===== src/verilog/sha512_const_pkg.sv =====
package sha512_const_pkg;

  // --------------------------------------------------------------------
  // Word and block geometry
  // --------------------------------------------------------------------

  // One SHA-512 word
  localparam int word_width = 64;

  // Message block is sixteen words
  localparam int block_width = 16 * word_width;

  // Chaining digest is eight words
  localparam int digest_width = 8 * word_width;

  // Rounds per block and the index that walks them
  localparam int num_rounds      = 80;
  localparam int round_idx_width = 7;

  // --------------------------------------------------------------------
  // Round constants K0..K79
  // --------------------------------------------------------------------

  // First 64 bits of the fractional parts of the cube roots
  // of the first eighty primes
  localparam logic [word_width-1:0] round_k [num_rounds] = '{
    64'h428a2f98d728ae22, 64'h7137449123ef65cd, 64'hb5c0fbcfec4d3b2f, 64'he9b5dba58189dbbc,
    64'h3956c25bf348b538, 64'h59f111f1b605d019, 64'h923f82a4af194f9b, 64'hab1c5ed5da6d8118,
    64'hd807aa98a3030242, 64'h12835b0145706fbe, 64'h243185be4ee4b28c, 64'h550c7dc3d5ffb4e2,
    64'h72be5d74f27b896f, 64'h80deb1fe3b1696b1, 64'h9bdc06a725c71235, 64'hc19bf174cf692694,
    64'he49b69c19ef14ad2, 64'hefbe4786384f25e3, 64'h0fc19dc68b8cd5b5, 64'h240ca1cc77ac9c65,
    64'h2de92c6f592b0275, 64'h4a7484aa6ea6e483, 64'h5cb0a9dcbd41fbd4, 64'h76f988da831153b5,
    64'h983e5152ee66dfab, 64'ha831c66d2db43210, 64'hb00327c898fb213f, 64'hbf597fc7beef0ee4,
    64'hc6e00bf33da88fc2, 64'hd5a79147930aa725, 64'h06ca6351e003826f, 64'h142929670a0e6e70,
    64'h27b70a8546d22ffc, 64'h2e1b21385c26c926, 64'h4d2c6dfc5ac42aed, 64'h53380d139d95b3df,
    64'h650a73548baf63de, 64'h766a0abb3c77b2a8, 64'h81c2c92e47edaee6, 64'h92722c851482353b,
    64'ha2bfe8a14cf10364, 64'ha81a664bbc423001, 64'hc24b8b70d0f89791, 64'hc76c51a30654be30,
    64'hd192e819d6ef5218, 64'hd69906245565a910, 64'hf40e35855771202a, 64'h106aa07032bbd1b8,
    64'h19a4c116b8d2d0c8, 64'h1e376c085141ab53, 64'h2748774cdf8eeb99, 64'h34b0bcb5e19b48a8,
    64'h391c0cb3c5c95a63, 64'h4ed8aa4ae3418acb, 64'h5b9cca4f7763e373, 64'h682e6ff3d6b2b8a3,
    64'h748f82ee5defb2fc, 64'h78a5636f43172f60, 64'h84c87814a1f0ab72, 64'h8cc702081a6439ec,
    64'h90befffa23631e28, 64'ha4506cebde82bde9, 64'hbef9a3f7b2c67915, 64'hc67178f2e372532b,
    64'hca273eceea26619c, 64'hd186b8c721c0c207, 64'heada7dd6cde0eb1e, 64'hf57d4f7fee6ed178,
    64'h06f067aa72176fba, 64'h0a637dc5a2c898a6, 64'h113f9804bef90dae, 64'h1b710b35131c471b,
    64'h28db77f523047d84, 64'h32caab7b40c72493, 64'h3c9ebe0a15c9bebc, 64'h431d67c49c100d4c,
    64'h4cc5d4becb3e42b6, 64'h597f299cfc657e2a, 64'h5fcb6fab3ad6faec, 64'h6c44198c4a475817
  };

  // --------------------------------------------------------------------
  // Initial hash value
  // --------------------------------------------------------------------

  // H0 sits in the top word, H7 in the bottom word
  // Square roots of the first eight primes, fractional part
  localparam logic [digest_width-1:0] h_init = {
    64'h6a09e667f3bcc908,
    64'hbb67ae8584caa73b,
    64'h3c6ef372fe94f82b,
    64'ha54ff53a5f1d36f1,
    64'h510e527fade682d1,
    64'h9b05688c2b3e6c1f,
    64'h1f83d9abfb41bd6b,
    64'h5be0cd19137e2179
  };

endpackage


===== src/verilog/sha512_types_pkg.sv =====
package sha512_types_pkg;

  // One SHA-512 word
  typedef logic [sha512_const_pkg::word_width-1:0] word_t;

  // Working variables, a in the top word
  typedef struct packed {
    word_t a;
    word_t b;
    word_t c;
    word_t d;
    word_t e;
    word_t f;
    word_t g;
    word_t h;
  } sha512_state_t;

  // Controller states
  typedef enum logic [1:0] {
    CTRL_IDLE,
    CTRL_ROUNDS,
    CTRL_DONE
  } ctrl_state_e;

  // Per-cycle strobes from the controller to the datapath
  typedef struct packed {
    logic load;    // take a new block
    logic first;   // block opens a message, start from h_init
    logic round;   // advance one round
    logic finish;  // fold working state into digest
  } ctrl_strobe_t;

endpackage


===== src/verilog/sha512_ctrl.sv =====
module sha512_ctrl
(
  input  logic                                          clk,
  input  logic                                          reset_n,
  input  logic                                          zeroize,
  input  logic                                          init_cmd,
  input  logic                                          next_cmd,
  output sha512_types_pkg::ctrl_strobe_t                strobe,
  output logic [sha512_const_pkg::round_idx_width-1:0]  round_idx,
  output logic                                          ready,
  output logic                                          digest_valid
);

  import sha512_const_pkg::*;
  import sha512_types_pkg::*;

  ctrl_state_e                state_q;
  ctrl_state_e                state_next;
  logic [round_idx_width-1:0] round_q;
  logic                       ready_q;
  logic                       valid_q;
  logic                       cmd;
  logic                       last_round;

  assign cmd        = init_cmd | next_cmd;
  assign last_round = (round_q == round_idx_width'(num_rounds - 1));

  // --------------------------------------------------------------------
  // Next state and strobes
  // --------------------------------------------------------------------
  always_comb
  begin
    state_next = state_q;
    strobe     = '0;
    case (state_q)
      CTRL_IDLE:
      begin
        // Init takes priority when both commands arrive together
        if (cmd)
        begin
          strobe.load  = 1'b1;
          strobe.first = init_cmd;
          state_next   = CTRL_ROUNDS;
        end
      end
      CTRL_ROUNDS:
      begin
        strobe.round = 1'b1;
        if (last_round)
          state_next = CTRL_DONE;
      end
      CTRL_DONE:
      begin
        // One cycle for the digest addition
        strobe.finish = 1'b1;
        state_next    = CTRL_IDLE;
      end
      default:
        state_next = CTRL_IDLE;
    endcase
  end

  // --------------------------------------------------------------------
  // State, round counter and status flags
  // --------------------------------------------------------------------
  always_ff @(posedge clk or negedge reset_n)
  begin
    if (!reset_n)
    begin
      state_q <= CTRL_IDLE;
      round_q <= '0;
      ready_q <= 1'b1;
      valid_q <= 1'b0;
    end
    else if (zeroize)
    begin
      state_q <= CTRL_IDLE;
      round_q <= '0;
      ready_q <= 1'b1;
      valid_q <= 1'b0;
    end
    else
    begin
      state_q <= state_next;
      // Counter restarts with each block
      if (strobe.load)
      begin
        round_q <= '0;
        ready_q <= 1'b0;
        valid_q <= 1'b0;
      end
      if (strobe.round)
        round_q <= round_q + 1'b1;
      if (strobe.finish)
      begin
        ready_q <= 1'b1;
        valid_q <= 1'b1;
      end
    end
  end

  assign round_idx    = round_q;
  assign ready        = ready_q;
  assign digest_valid = valid_q;

endmodule


===== config.mk =====
export PLATFORM = sky130hd
export DESIGN_NAME = sha512_ctrl
export DESIGN_NICKNAME = d
export VERILOG_FILES = /design/src/verilog/sha512_const_pkg.sv /design/src/verilog/sha512_types_pkg.sv /design/src/verilog/sha512_ctrl.sv
export SDC_FILE = /design/constraint.sdc
export NUM_CORES = 1
export LEC_CHECK = 0
export ABC_AREA = 1
export BUFFER_PORTS_ARGS = -buffer_cell sky130_fd_sc_hd__buf_2
export CELL_PAD_IN_SITES_DETAIL_PLACEMENT = 0
export CELL_PAD_IN_SITES_GLOBAL_PLACEMENT = 1
export CORE_UTILIZATION = 37
export DETAILED_ROUTE_END_ITERATION = 8
export PLACE_DENSITY_LB_ADDON = 0.25
export SETUP_SLACK_MARGIN = 0.3
export SLEW_MARGIN = 5
export SYNTH_ARGS = -nofsm -noshare
export SYNTH_HDL_FRONTEND = slang
export SYNTH_SLANG_ARGS = --single-unit
export TNS_END_PERCENT = 50

===== constraint.sdc =====
create_clock -name clk -period 3 [get_ports clk]
set_input_delay 0.6 -clock clk [delete_from_list [all_inputs] [get_ports clk]]
set_output_delay 0.6 -clock clk [all_outputs]
set_load 0.05 [all_outputs]

# Word level (Yosys, flattened, before mapping)
# Cells that the tools add are included.
# W data, S select, Z words.
[word_totals]
out_inout_bits = 13
register_bits = 11
[op_classes]
n_eq_ne = 5
reduce_logical = 4
bitwise_logic = 1
mux = 15
add_sub_neg = 1
[op_table]
columns = ["operator", "n"]
rows = [
  ["$mux W7", 3],
  ["$mux W2", 5],
  ["$add A7 B1 Y7 const B", 1],
  ["$eq A7 B7 Y1 const B", 1],
  ["$mux W1", 6],
  ["$ne A3 B3 Y1 const B", 2],
  ["$reduce_bool A3 Y1", 2],
  ["$pmux W2 S2", 1],
  ["$eq A2 B1 Y1 const B", 1],
  ["$eq A2 B2 Y1 const B", 1],
  ["$logic_not A2 Y1", 1],
  ["$reduce_and A2 Y1", 1],
  ["$or A1 B1 Y1", 1],
]

# Depth between registers and ports, before layout
[logic_depth]
word_depth = 6
depth_mapped = 7
ltp_nobuf = 7

# Least setup slack after synthesis
# OpenSTA, ideal clock, no wires.
[synth_path]
path_kind = "flip-flop to output port"
from = "register state_q[1]"
to = "output strobe[2] (netlist name)"
path_buffers = 0
stages_incl_launch_ff = 4
setup_slack_ns = 1.063
t_arrival_ns = 1.337
cell_sequence = "dfrtp_1 -> nor2_2 -> inv_1 -> nor2_1"
[synth_rtl]
columns = ["item", "line", "rtl"]
rows = [
  ["start, declared", "sha512_ctrl.sv:17", "ctrl_state_e state_q;"],
  ["start signal, assigned", "sha512_ctrl.sv:84", "state_q <= state_next;"],
  ["end, declared", "sha512_ctrl.sv:8", "output sha512_types_pkg::ctrl_strobe_t strobe,"],
]

==> results.sh <==
export IMPL_status="complete, no violations"
export IMPL_synth_edff_count=0
export IMPL_hold_viol_final=0
export IMPL_overflow=0
export IMPL_synth_area_leaders="dfrtp_1 39%, nand3_1 13%, nand2_1 12%"
export IMPL_path_delay_family="flip-flops"
export IMPL_synthTopCellsByCount="20 x nand2_1, 16 x nand3_1, 13 x inv_1, 10 x dfrtp_1, 7 x nor2_1"
export IMPL_cts_buffers=3
export IMPL_core_area_um2=1560
export IMPL_crit_arrival_ns=1.37
export IMPL_r2r_start="round_idx[1]"
export IMPL_syn_area_um2=639
export IMPL_die_area_um2=1900
export IMPL_ios=18
export IMPL_cts_clk_slew_worst_paths_ns=0.06
export IMPL_cp_required_ns=2.40
export IMPL_place_ws_ns=1.13
export IMPL_power_density_nw_per_um2=454
export IMPL_gr_usage_all_layers_pct=17.2
export IMPL_die_h_um=43.6
export IMPL_path_cells="nor2_2, nand2_4, inv_2, buf_2"
export IMPL_dp_hpwl_mm=1.06
export IMPL_totalWireLength_mm=1.30
export IMPL_fin_crit_ns=1.97
export IMPL_syn_inst=84
export IMPL_cts_max_level=1
export IMPL_routed_via_density=4.87
export IMPL_path_buf_inv=2
export IMPL_yosys_area_top_type_share_pct=39.1
export IMPL_drtPass1Iterations=4
export IMPL_fmax_mhz=507
export IMPL_max_cap_viol_count=0
export IMPL_ys_seq_area_share_pct=43.2
export IMPL_cts_setup_buffers=0
export IMPL_worst_pin_slew_ns=0.316
export IMPL_ctsHoldBuffers=0
export IMPL_end_kind="output pin"
export IMPL_cts_tree="yes"
export IMPL_cpPeakStageDelay_ns=0.46
export IMPL_yosys_warnings=0
export IMPL_die_x_um=43.6
export IMPL_ys_async_sr_fraction_pct=100
export IMPL_diodes=0
export IMPL_drc_errors=0
export IMPL_area_growth_pct=20.5
export IMPL_nNetsFinal=112
export IMPL_synth_seq_cells=11
export IMPL_cts_sink_count=11
export IMPL_leakagePower_nw=0.437
export IMPL_grt_max_degree=12
export IMPL_drtIter0Drc=10
export IMPL_ctsResizeCount=0
export IMPL_cp_startpoint="state_q[1]"
export IMPL_ant_nets=0
export IMPL_critPathKind="flop to output pin"
export IMPL_worstSkewPairLatency_ns=0.26
export IMPL_antenna_found_initial=0
export IMPL_fin_crit_sh_pct=65.8
export IMPL_maxSlewHeadroom_pct=78.8
export IMPL_yosysTopAreaCell="dfrtp_1"
export IMPL_synth_cell_type_count=18
export IMPL_finalSetupTns_ns=0
export IMPL_initial_core_util_pct=41.0
export IMPL_path_max_fanout=9
export IMPL_rsz0062_at_grt="false"
export IMPL_rows=14
export IMPL_finalSetupViolations=0
export IMPL_crit_slowest_cell="dfrtp_1"
export IMPL_clock_root_buffer="clkbuf_4"
export IMPL_fin_ws_ns=1.03
export IMPL_final_layout_size_suffix_gt1_share_pct=29.5
export IMPL_ir_worst_vdd_mv=0.316
export IMPL_hp_class="input pin to async pin"
export IMPL_wl_per_cell_um=10.7
export IMPL_grt_pass1_wl_mm=2.28
export IMPL_gp_congestion=0.770
export IMPL_grt_pass1_vias=513
export IMPL_skew_ns=0.00281
export IMPL_vias=589
export IMPL_cts_buffer_depth=2
export IMPL_drv_slew=0
export IMPL_syn_num_nets=90
export IMPL_io_buffer_count=17
export IMPL_start_kind="flop"
export IMPL_syn_avg_cell_area_um2=7.61
export IMPL_synth_top_flop_cell="dfrtp_1"
export IMPL_yosysMostFrequentCell="nand2_1"
power by group:
group | total, mW | internal, mW | switching [mW]
sequential | 0.161 | 0.156 | 0.00507
clock | 0.0967 | 0.0514 | 0.0453
combinational | 0.0927 | 0.0206 | 0.0720
placed cells by master, fill, tap and decap left out:
cell	instances
o21ai_1	1
nor2_4	1
nand2_2	1
dfrtp_1	10
a21oi_1	1
o21bai_1	2
nor2_2	2
clkbuf_1	1
nand4_1	2
ha_1	1
dfstp_2	1
nor3_4	1
inv_2	2
o21ai_2	2
buf_2	17
nand2_4	1
clkbuf_4	3
nand2_1	20
nor2_1	7
nand3_1	16
inv_1	13
layout make-up:
cell class                 count  area [um^2]
multi-input combinational     58          307
clock buffer                   4         26.3
sequential                    11          277
tap                           16         20.0
fill                         167          788
timing repair buffer          17         85.1
inverter                      15         56.3
through the flow:
| step | util (%) | area [um^2] | hold WS (ns) | total power, mW | cells |
|---|---|---|---|---|---|
| after floorplan | - | 639 | 0.304 | 0.234 | 84 |
| after global placement | 47.8 | 744 | 0.483 | 0.257 | 117 |
| after detailed placement | 47.8 | 744 | 0.483 | 0.257 | 117 |
| after CTS | 49.4 | 771 | 0.192 | 0.358 | 121 |
| after global routing | 49.4 | 771 | 0.196 | 0.374 | 121 |
| final | 49.4 | 771 | 0.190 | 0.350 | 121 |
flip-flops by register name (all words and copies together), names as in the netlist:
signal        flops
digest_valid      1
ready             1
round_idx         7
state_q           2
cells by family (layout without fill, tap and decap cells):
family	after synthesis	count (layout)	share of synthesized area, %
AO/OA/AOI/OAI	6	6	6.65
flip-flops	11	11	43.2
buffers and inverters	15	36	8.81
adder cells (fa/ha/maj)	1	1	1.96
AND/OR/NAND/NOR	51	51	39.3
metal layers:
layer	wire [um]	vias to the layer above	global-route usage, %
li1	-	310	-
met1	622	266	22.3
met2	597	11	23.6
met3	58	2	7.92
met4	18	0	9.38
met5	0	-	0
final timing paths:
| path | to | slack [ns] | cells after the start |
|---|---|---|---|
| worst max register to register | round_idx[4] | 1.80 | 7 |
| worst min-delay path | state_q[0] | 0.19 | 1 |
| worst min register to register | ready | 0.49 | 2 |
| min in group clk | ready | 0.49 | 2 |
| worst max-delay path | strobe[3] | 1.03 | 4 |
| max in group asynchronous | ready | 2.55 | 1 |
(Power assumes the default switching activity.)
