--- src/verilog/sha512_const_pkg.sv ---
package sha512_const_pkg;

  // --------------------------------------------------------------------
  // Word and block geometry
  // --------------------------------------------------------------------

  // One SHA-512 word
  localparam int word_width = 64;

  // Message block is sixteen words
  localparam int block_width = 16 * word_width;

  // Chaining digest is eight words
  localparam int digest_width = 8 * word_width;

  // Rounds per block and the index that walks them
  localparam int num_rounds      = 80;
  localparam int round_idx_width = 7;

  // --------------------------------------------------------------------
  // Round constants K0..K79
  // --------------------------------------------------------------------

  // First 64 bits of the fractional parts of the cube roots
  // of the first eighty primes
  localparam logic [word_width-1:0] round_k [num_rounds] = '{
    64'h428a2f98d728ae22, 64'h7137449123ef65cd, 64'hb5c0fbcfec4d3b2f, 64'he9b5dba58189dbbc,
    64'h3956c25bf348b538, 64'h59f111f1b605d019, 64'h923f82a4af194f9b, 64'hab1c5ed5da6d8118,
    64'hd807aa98a3030242, 64'h12835b0145706fbe, 64'h243185be4ee4b28c, 64'h550c7dc3d5ffb4e2,
    64'h72be5d74f27b896f, 64'h80deb1fe3b1696b1, 64'h9bdc06a725c71235, 64'hc19bf174cf692694,
    64'he49b69c19ef14ad2, 64'hefbe4786384f25e3, 64'h0fc19dc68b8cd5b5, 64'h240ca1cc77ac9c65,
    64'h2de92c6f592b0275, 64'h4a7484aa6ea6e483, 64'h5cb0a9dcbd41fbd4, 64'h76f988da831153b5,
    64'h983e5152ee66dfab, 64'ha831c66d2db43210, 64'hb00327c898fb213f, 64'hbf597fc7beef0ee4,
    64'hc6e00bf33da88fc2, 64'hd5a79147930aa725, 64'h06ca6351e003826f, 64'h142929670a0e6e70,
    64'h27b70a8546d22ffc, 64'h2e1b21385c26c926, 64'h4d2c6dfc5ac42aed, 64'h53380d139d95b3df,
    64'h650a73548baf63de, 64'h766a0abb3c77b2a8, 64'h81c2c92e47edaee6, 64'h92722c851482353b,
    64'ha2bfe8a14cf10364, 64'ha81a664bbc423001, 64'hc24b8b70d0f89791, 64'hc76c51a30654be30,
    64'hd192e819d6ef5218, 64'hd69906245565a910, 64'hf40e35855771202a, 64'h106aa07032bbd1b8,
    64'h19a4c116b8d2d0c8, 64'h1e376c085141ab53, 64'h2748774cdf8eeb99, 64'h34b0bcb5e19b48a8,
    64'h391c0cb3c5c95a63, 64'h4ed8aa4ae3418acb, 64'h5b9cca4f7763e373, 64'h682e6ff3d6b2b8a3,
    64'h748f82ee5defb2fc, 64'h78a5636f43172f60, 64'h84c87814a1f0ab72, 64'h8cc702081a6439ec,
    64'h90befffa23631e28, 64'ha4506cebde82bde9, 64'hbef9a3f7b2c67915, 64'hc67178f2e372532b,
    64'hca273eceea26619c, 64'hd186b8c721c0c207, 64'heada7dd6cde0eb1e, 64'hf57d4f7fee6ed178,
    64'h06f067aa72176fba, 64'h0a637dc5a2c898a6, 64'h113f9804bef90dae, 64'h1b710b35131c471b,
    64'h28db77f523047d84, 64'h32caab7b40c72493, 64'h3c9ebe0a15c9bebc, 64'h431d67c49c100d4c,
    64'h4cc5d4becb3e42b6, 64'h597f299cfc657e2a, 64'h5fcb6fab3ad6faec, 64'h6c44198c4a475817
  };

  // --------------------------------------------------------------------
  // Initial hash value
  // --------------------------------------------------------------------

  // H0 sits in the top word, H7 in the bottom word
  // Square roots of the first eight primes, fractional part
  localparam logic [digest_width-1:0] h_init = {
    64'h6a09e667f3bcc908,
    64'hbb67ae8584caa73b,
    64'h3c6ef372fe94f82b,
    64'ha54ff53a5f1d36f1,
    64'h510e527fade682d1,
    64'h9b05688c2b3e6c1f,
    64'h1f83d9abfb41bd6b,
    64'h5be0cd19137e2179
  };

endpackage

--- src/verilog/sha512_types_pkg.sv ---
package sha512_types_pkg;

  // One SHA-512 word
  typedef logic [sha512_const_pkg::word_width-1:0] word_t;

  // Working variables, a in the top word
  typedef struct packed {
    word_t a;
    word_t b;
    word_t c;
    word_t d;
    word_t e;
    word_t f;
    word_t g;
    word_t h;
  } sha512_state_t;

  // Controller states
  typedef enum logic [1:0] {
    CTRL_IDLE,
    CTRL_ROUNDS,
    CTRL_DONE
  } ctrl_state_e;

  // Per-cycle strobes from the controller to the datapath
  typedef struct packed {
    logic load;    // take a new block
    logic first;   // block opens a message, start from h_init
    logic round;   // advance one round
    logic finish;  // fold working state into digest
  } ctrl_strobe_t;

endpackage

--- src/verilog/sha512_w_mem.sv ---
module sha512_w_mem
(
  input  logic                                      clk,
  input  logic                                      reset_n,
  input  logic                                      zeroize,
  input  sha512_types_pkg::ctrl_strobe_t            strobe,
  input  logic [sha512_const_pkg::block_width-1:0]  block,
  output sha512_types_pkg::word_t                   w_word
);

  import sha512_const_pkg::*;
  import sha512_types_pkg::*;

  // Sliding window, slot 0 holds W[t] for the current round
  word_t [0:15] win_q;
  word_t [0:15] block_words;
  word_t        w_new;

  // Rotate right by n
  function automatic word_t rotr(input word_t x, input int n);
    return (x >> n) | (x << (word_width - n));
  endfunction

  // Small sigma 0 of the schedule
  function automatic word_t small_sigma0(input word_t x);
    return rotr(x, 1) ^ rotr(x, 8) ^ (x >> 7);
  endfunction

  // Small sigma 1 of the schedule
  function automatic word_t small_sigma1(input word_t x);
    return rotr(x, 19) ^ rotr(x, 61) ^ (x >> 6);
  endfunction

  // Block split into words, most significant word lands in slot 0
  assign block_words = block;

  // W[t+16] from W[t+14], W[t+9], W[t+1] and W[t]
  assign w_new = small_sigma1(win_q[14]) + win_q[9] + small_sigma0(win_q[1]) + win_q[0];

  // Oldest word feeds the round
  assign w_word = win_q[0];

  always_ff @(posedge clk or negedge reset_n)
  begin
    if (!reset_n)
      win_q <= '0;
    else if (zeroize)
      win_q <= '0;
    else if (strobe.load)
      win_q <= block_words;
    else if (strobe.round)
      // Drop the used word and append the next one
      win_q <= {win_q[1:15], w_new};
  end

endmodule

--- config.mk ---
export PLATFORM = sky130hd
export DESIGN_NAME = sha512_w_mem
export DESIGN_NICKNAME = d
export VERILOG_FILES = /design/src/verilog/sha512_const_pkg.sv /design/src/verilog/sha512_types_pkg.sv /design/src/verilog/sha512_w_mem.sv
export SDC_FILE = /design/constraint.sdc
export NUM_CORES = 2
export LEC_CHECK = 0
export ABC_AREA = 0
export BUFFER_PORTS_ARGS = -buffer_cell sky130_fd_sc_hd__buf_4
export CAP_MARGIN = 20
export CORE_AREA = 8 8 416 418
export DETAILED_ROUTE_END_ITERATION = 12
export DIE_AREA = 0 0 424 426
export HOLD_SLACK_MARGIN = 0.15
export PLACE_DENSITY = 0.65
export SYNTH_ARGS = -nofsm -noshare
export SYNTH_HDL_FRONTEND = slang
export SYNTH_SLANG_ARGS = --single-unit
--- constraint.sdc ---
create_clock -name clk -period 4.3 [get_ports clk]
set_clock_uncertainty 0.05 [all_clocks]
set_input_delay 1.29 -clock clk [delete_from_list [all_inputs] [get_ports clk]]
set_output_delay 1.29 -clock clk [all_outputs]
set_load 0.005 [all_outputs]
Yosys cells after proc, flatten, opt, wreduce, memory -nomap -nowiden
Cells that the tools add are included.
Storage, ports and cells
  bits in registers: 1024
  input bits: 1031
  output and inout port bits: 64
Cells by class
  add/sub/neg operators: 3
  mux-type cells: 3
  bitwise gates (word level): 8
  reduce and logical (&&, ||, !) cells: 1
Operator list (count)
  $mux 1024: 3
  $add 64x64->64: 3
  $xor 64x64->64: 2
  $or 3x64->64: 1
  $or 45x64->64: 1
  $or 56x64->64: 1
  $or 63x64->64: 1
  $xor 64x57->64: 1
  $xor 64x58->64: 1
  $reduce_bool 3->1: 1

Depth between registers and ports, before layout
  depth in word-level cells: 9
  mapped depth: 19
  mapped depth without buffers: 18

Worst setup path after synthesis
OpenSTA, ideal clock, no wires.
  path kind: reg-to-reg
  from: reg win_q[904] (netlist bit)
  to: reg win_q[49] (netlist bit)
  data arrival time: 4505 ps
  data required time: 4139 ps
  setup slack: -367 ps
  stages on the path, launching flop included: 19
  clock period less this slack: 4667 ps
  cell sequence: dfrtp_1 > clkbuf_1 > xor2_1 > xnor2_1 > fa_1 > fa_1 > inv_1 > ha_1 > fa_1 > a21o_1 > a221oi_2 > o211ai_2 > a41o_1 > a21oi_1 > o21bai_2 > a21oi_1 > o21bai_1 > xnor2_1 > a2111oi_2
Between the ends
  word-level cells in the longest chain between the ends: 8
  elaborated cells on any way between the ends: 9
  classes of those cells: add/sub: 2; mux: 3; bitwise: 4
RTL lines
  from (decl): line sha512_w_mem.sv:15  | word_t [0:15] win_q;
  from (signal assigned): line sha512_w_mem.sv:50  | win_q <= block_words;
  from (signal assigned): line sha512_w_mem.sv:53  | win_q <= {win_q[1:15], w_new};
  $or 56x64->64 or $or 63x64->64 (tied branches): line sha512_w_mem.sv:21  | return (x >> n) | (x << (word_width - n));
  $xor 64x64->64: line sha512_w_mem.sv:26  | return rotr(x, 1) ^ rotr(x, 8) ^ (x >> 7);
  $xor 64x57->64 (*): line sha512_w_mem.sv:26
  $add 64x64->64 (*) (2 in series): line sha512_w_mem.sv:38  | assign w_new = small_sigma1(win_q[14]) + win_q[9] + small_sigma0(win_q[1]) + win_q[0];
  $mux 1024 (*): line sha512_w_mem.sv:51  | else if (strobe.round)
  $mux 1024 (*): line sha512_w_mem.sv:49  | else if (strobe.load)
  $mux 1024 (*): line sha512_w_mem.sv:47  | else if (zeroize)
Every way passes the cells marked *; elsewhere a longest branch is shown, timed or not. The select of a mux whose other input is x is not followed.
A chain may end at the register's enable or synchronous reset.

Final worst setup path
  from: reg win_q[908] (netlist bit)
  to: reg win_q[55] (netlist bit)
The elaborated chain is that of the path after synthesis.

==> impl_metrics.ini <==
[critical_path]
cp-start-kind = register
reg2regPathDepth = 18
crit_path_max_fanout = 4
cp.required_ns = 4.86
r2r_setup_slack_ns = -0.39
arrival_ns = 5.24
cp-endpoint = win_q[55]$_DFFE_PN0P_
r2r_start = win_q[908]$_DFFE_PN0P_
cp-end-kind = register
r2r_end = win_q[55]$_DFFE_PN0P_
crit_start = win_q[908]$_DFFE_PN0P_
path_class = register to register

[pwr]
peakVddDrop_mv = 0.375
leakage_nw = 39.7
p_total_mw = 34.1
power_density_nw_per_um2 = 431

[grt]
met2_usage_pct = 52.4
grt_max_degree = 254
use_met1_pct = 38.4
grt-ovfl-total = 0
grt_use_total_pct = 32.0
grt_pass1_vias = 53500
antenna_found_initial = 116
top_usage_layer = met2
grt_pass1_wl_um = 411000
met3_usage_pct = 6.31

[floorplanning]
die-area_um2 = 181000
rows = 150
die_x_um = 424
die_y_um = 426
coreArea_um2 = 166000
start_util_pct = 36.3
io_pins = 1095

[cells_and_area]
final_cell_mix = nor2_1 (2011), buf_4 (1572), a21oi_1 (1074)
drive_gt1_share_pct = 24.5
fillerInstances = 16100
fin_util_pct = 47.5
layout_commonest_cell = nor2_1
nNetsFinal = 9245
area_growth_pct = 30.9

[clock_network]
clock_sinks = 1024
cts_max_level = 3
clk_pin_slew_ns = 0.06
clkLatencyLatePin_ns = 0.75
cts_tree = built
numCtsBuffers = 117
holdBufCountCts = 0
root_buffer = clkbuf_16
clockBufferDepth = 3

[route]
vias_per_cell = 5.30
drt_wl_total_um = 303000
ant_nets = 0
drc = 0
drt_iter0_markers = 5556
drtPass1Iterations = 6
vias = 55100
wl_per_cell_um = 29.1

[sta]
grt_setup_unrepaired = true
finalCritPeriodShare_pct = 109
worst_pin_slew_ns = 1.33
slew_headroom_pct = 11.2
setup_ws_ns = -0.387
max_freq_mhz = 213
finalMaxSlewViolations = 0
setup_violations = 41
hold_viol_final = 0
min_period_ns = 4.69

[run]
maxCapViolCount = 0

[synth]
synthFlopType = dfrtp_1
ys_async_sr_fraction_pct = 100
synth_area_um2 = 60400
synth_area_per_cell_um2 = 8.82
synth_cells = 6844
synth_cell_type_count = 67
ys_seq_elements = 1024
yosysWarnings = 0
yosysSeqAreaShare_pct = 42.4
synth_edf_count = 0
syn_nets = 8064

[hold_path]
worst_hold_path_type = input port to async pin

[placed_design]
hpwlAfterDp_um = 242000
portBuffers = 1092
gp_congestion = 0.973

[run_status]
violations = negative setup slack
outcome = finished, violations left
-- repair_timing --
| item | in CTS | in global routing |
|---|---|---|
| endpoints found under the setup margin | 51 | 53 |
| pin swaps | 83 | 75 |
| setup buffers | 15 | 14 |
| gates resized for setup | 106 | 78 |
-- critical path: stages (launching register included) --
cell	delay [ns]
dfrtp_2	0.43
xor2_1	0.18
xnor2_1	0.26
buf_4	0.18
fa_1	0.40
fa_1	0.51
inv_2	0.05
ha_4	0.22
buf_4	0.14
a21o_1	0.20
a221oi_4	0.34
o211ai_4	0.15
a211o_4	0.39
a21oi_4	0.18
o31a_1	0.29
o21ai_4	0.11
a31oi_1	0.22
xor2_1	0.16
o22ai_1	0.08
-- cell type report --
type	instances	area (µm²)	share of cell area, %
Multi-Input combinational cell	4955	32200	40.7
Sequential cell	1024	25600	32.4
Antenna cell	81	203	0.256
Timing Repair Buffer	1652	13200	16.7
Inverter	275	1030	1.31
Tap cell	2204	2760	3.49
Clock buffer	178	3560	4.51
Clock inverter	38	423	0.535
-- synth_stat cells (11+ instances only) --
| library cell | instances | share of area (%) |
|---|---|---|
| fa_1 | 126 | 4.2 |
| buf_1 | 85 | 0.53 |
| dfrtp_1 | 1024 | 42 |
| inv_1 | 274 | 1.7 |
| a221oi_1 | 11 | 0.16 |
| mux2i_1 | 985 | 16 |
| nand4_1 | 28 | 0.29 |
| a211oi_1 | 25 | 0.31 |
| a21oi_1 | 1092 | 9.0 |
| clkbuf_1 | 431 | 2.7 |
| buf_4 | 64 | 0.80 |
| o21ai_0 | 37 | 0.31 |
| o21a_1 | 12 | 0.15 |
| xnor2_1 | 171 | 2.5 |
| nand2_1 | 76 | 0.47 |
| xor2_1 | 133 | 1.9 |
| a21o_1 | 34 | 0.42 |
| and3_1 | 16 | 0.17 |
| ha_1 | 63 | 1.3 |
| nor2_1 | 2013 | 13 |
| o21bai_1 | 17 | 0.21 |
| o22ai_1 | 11 | 0.11 |
-- worst min path at each step --
stage | start | endpoint | slack (ns) | cells past startpoint
5_1_grt | reset_n | win_q[610]$_DFFE_PN0P_ | 0.47 | 1
2_1_floorplan | win_q[43]$_DFFE_PN0P_ | win_q[43]$_DFFE_PN0P_ | 0.47 | 2
3_5_place_dp | win_q[43]$_DFFE_PN0P_ | win_q[43]$_DFFE_PN0P_ | 0.55 | 2
6_report | reset_n | win_q[610]$_DFFE_PN0P_ | 0.48 | 1
4_1_cts | reset_n | win_q[610]$_DFFE_PN0P_ | 0.44 | 1
3_3_place_gp | win_q[43]$_DFFE_PN0P_ | win_q[43]$_DFFE_PN0P_ | 0.53 | 2
-- flip-flops by register name, summed over array words and instances, names as in the netlist --
register	cells
w_word	64
win_q	960
-- power by group --
| group | internal, mW | leakage [nW] | total, mW | switching (mW) |
|---|---|---|---|---|
| clock network | 6.10 | 1.97 | 10.5 | 4.39 |
| registers | 10.3 | 13.6 | 11.0 | 0.769 |
| logic | 5.74 | 24.1 | 12.6 | 6.82 |
| total | 22.1 | 39.7 | 34.1 | 12.0 |
-- routing by layer --
metal	part of all wire [%]	wire, µm
met3	6.7	20400
met4	7.5	22600
met2	48	144000
met1	38	116000
met5	0.090	273
-- kinds of logic (layout without fill, tap and decap cells) --
family / count (synthesis) / count (layout) / synth area share (%)
xor+xnor: 304 / 304 / 4.41
compound gates: 1295 / 1295 / 11.6
simple gates: 2180 / 2180 / 13.9
mux: 987 / 987 / 16.4
flops: 1024 / 1024 / 42.4
other cells: 0 / 81 / 0
fa+ha+maj: 189 / 189 / 5.48
buf+inv: 865 / 2143 / 5.79
-- metrics by stage --
step                TNS, ns  instance area (µm²)  worst slack [ns]  hold WS, ns  std cells
floorplan            -0.502                60400            -0.149        0.473       6844
global placement     -20.79                73700            -0.825        0.528      10100
detailed placement   -22.30                73700            -0.897        0.552      10100
CTS                  -11.35                78300            -0.455        0.436      10300
global route         -16.76                79000            -0.555        0.466      10400
finish                -8.46                79000            -0.387        0.480      10400
Note: power is estimated with default switching activity, not from simulation.
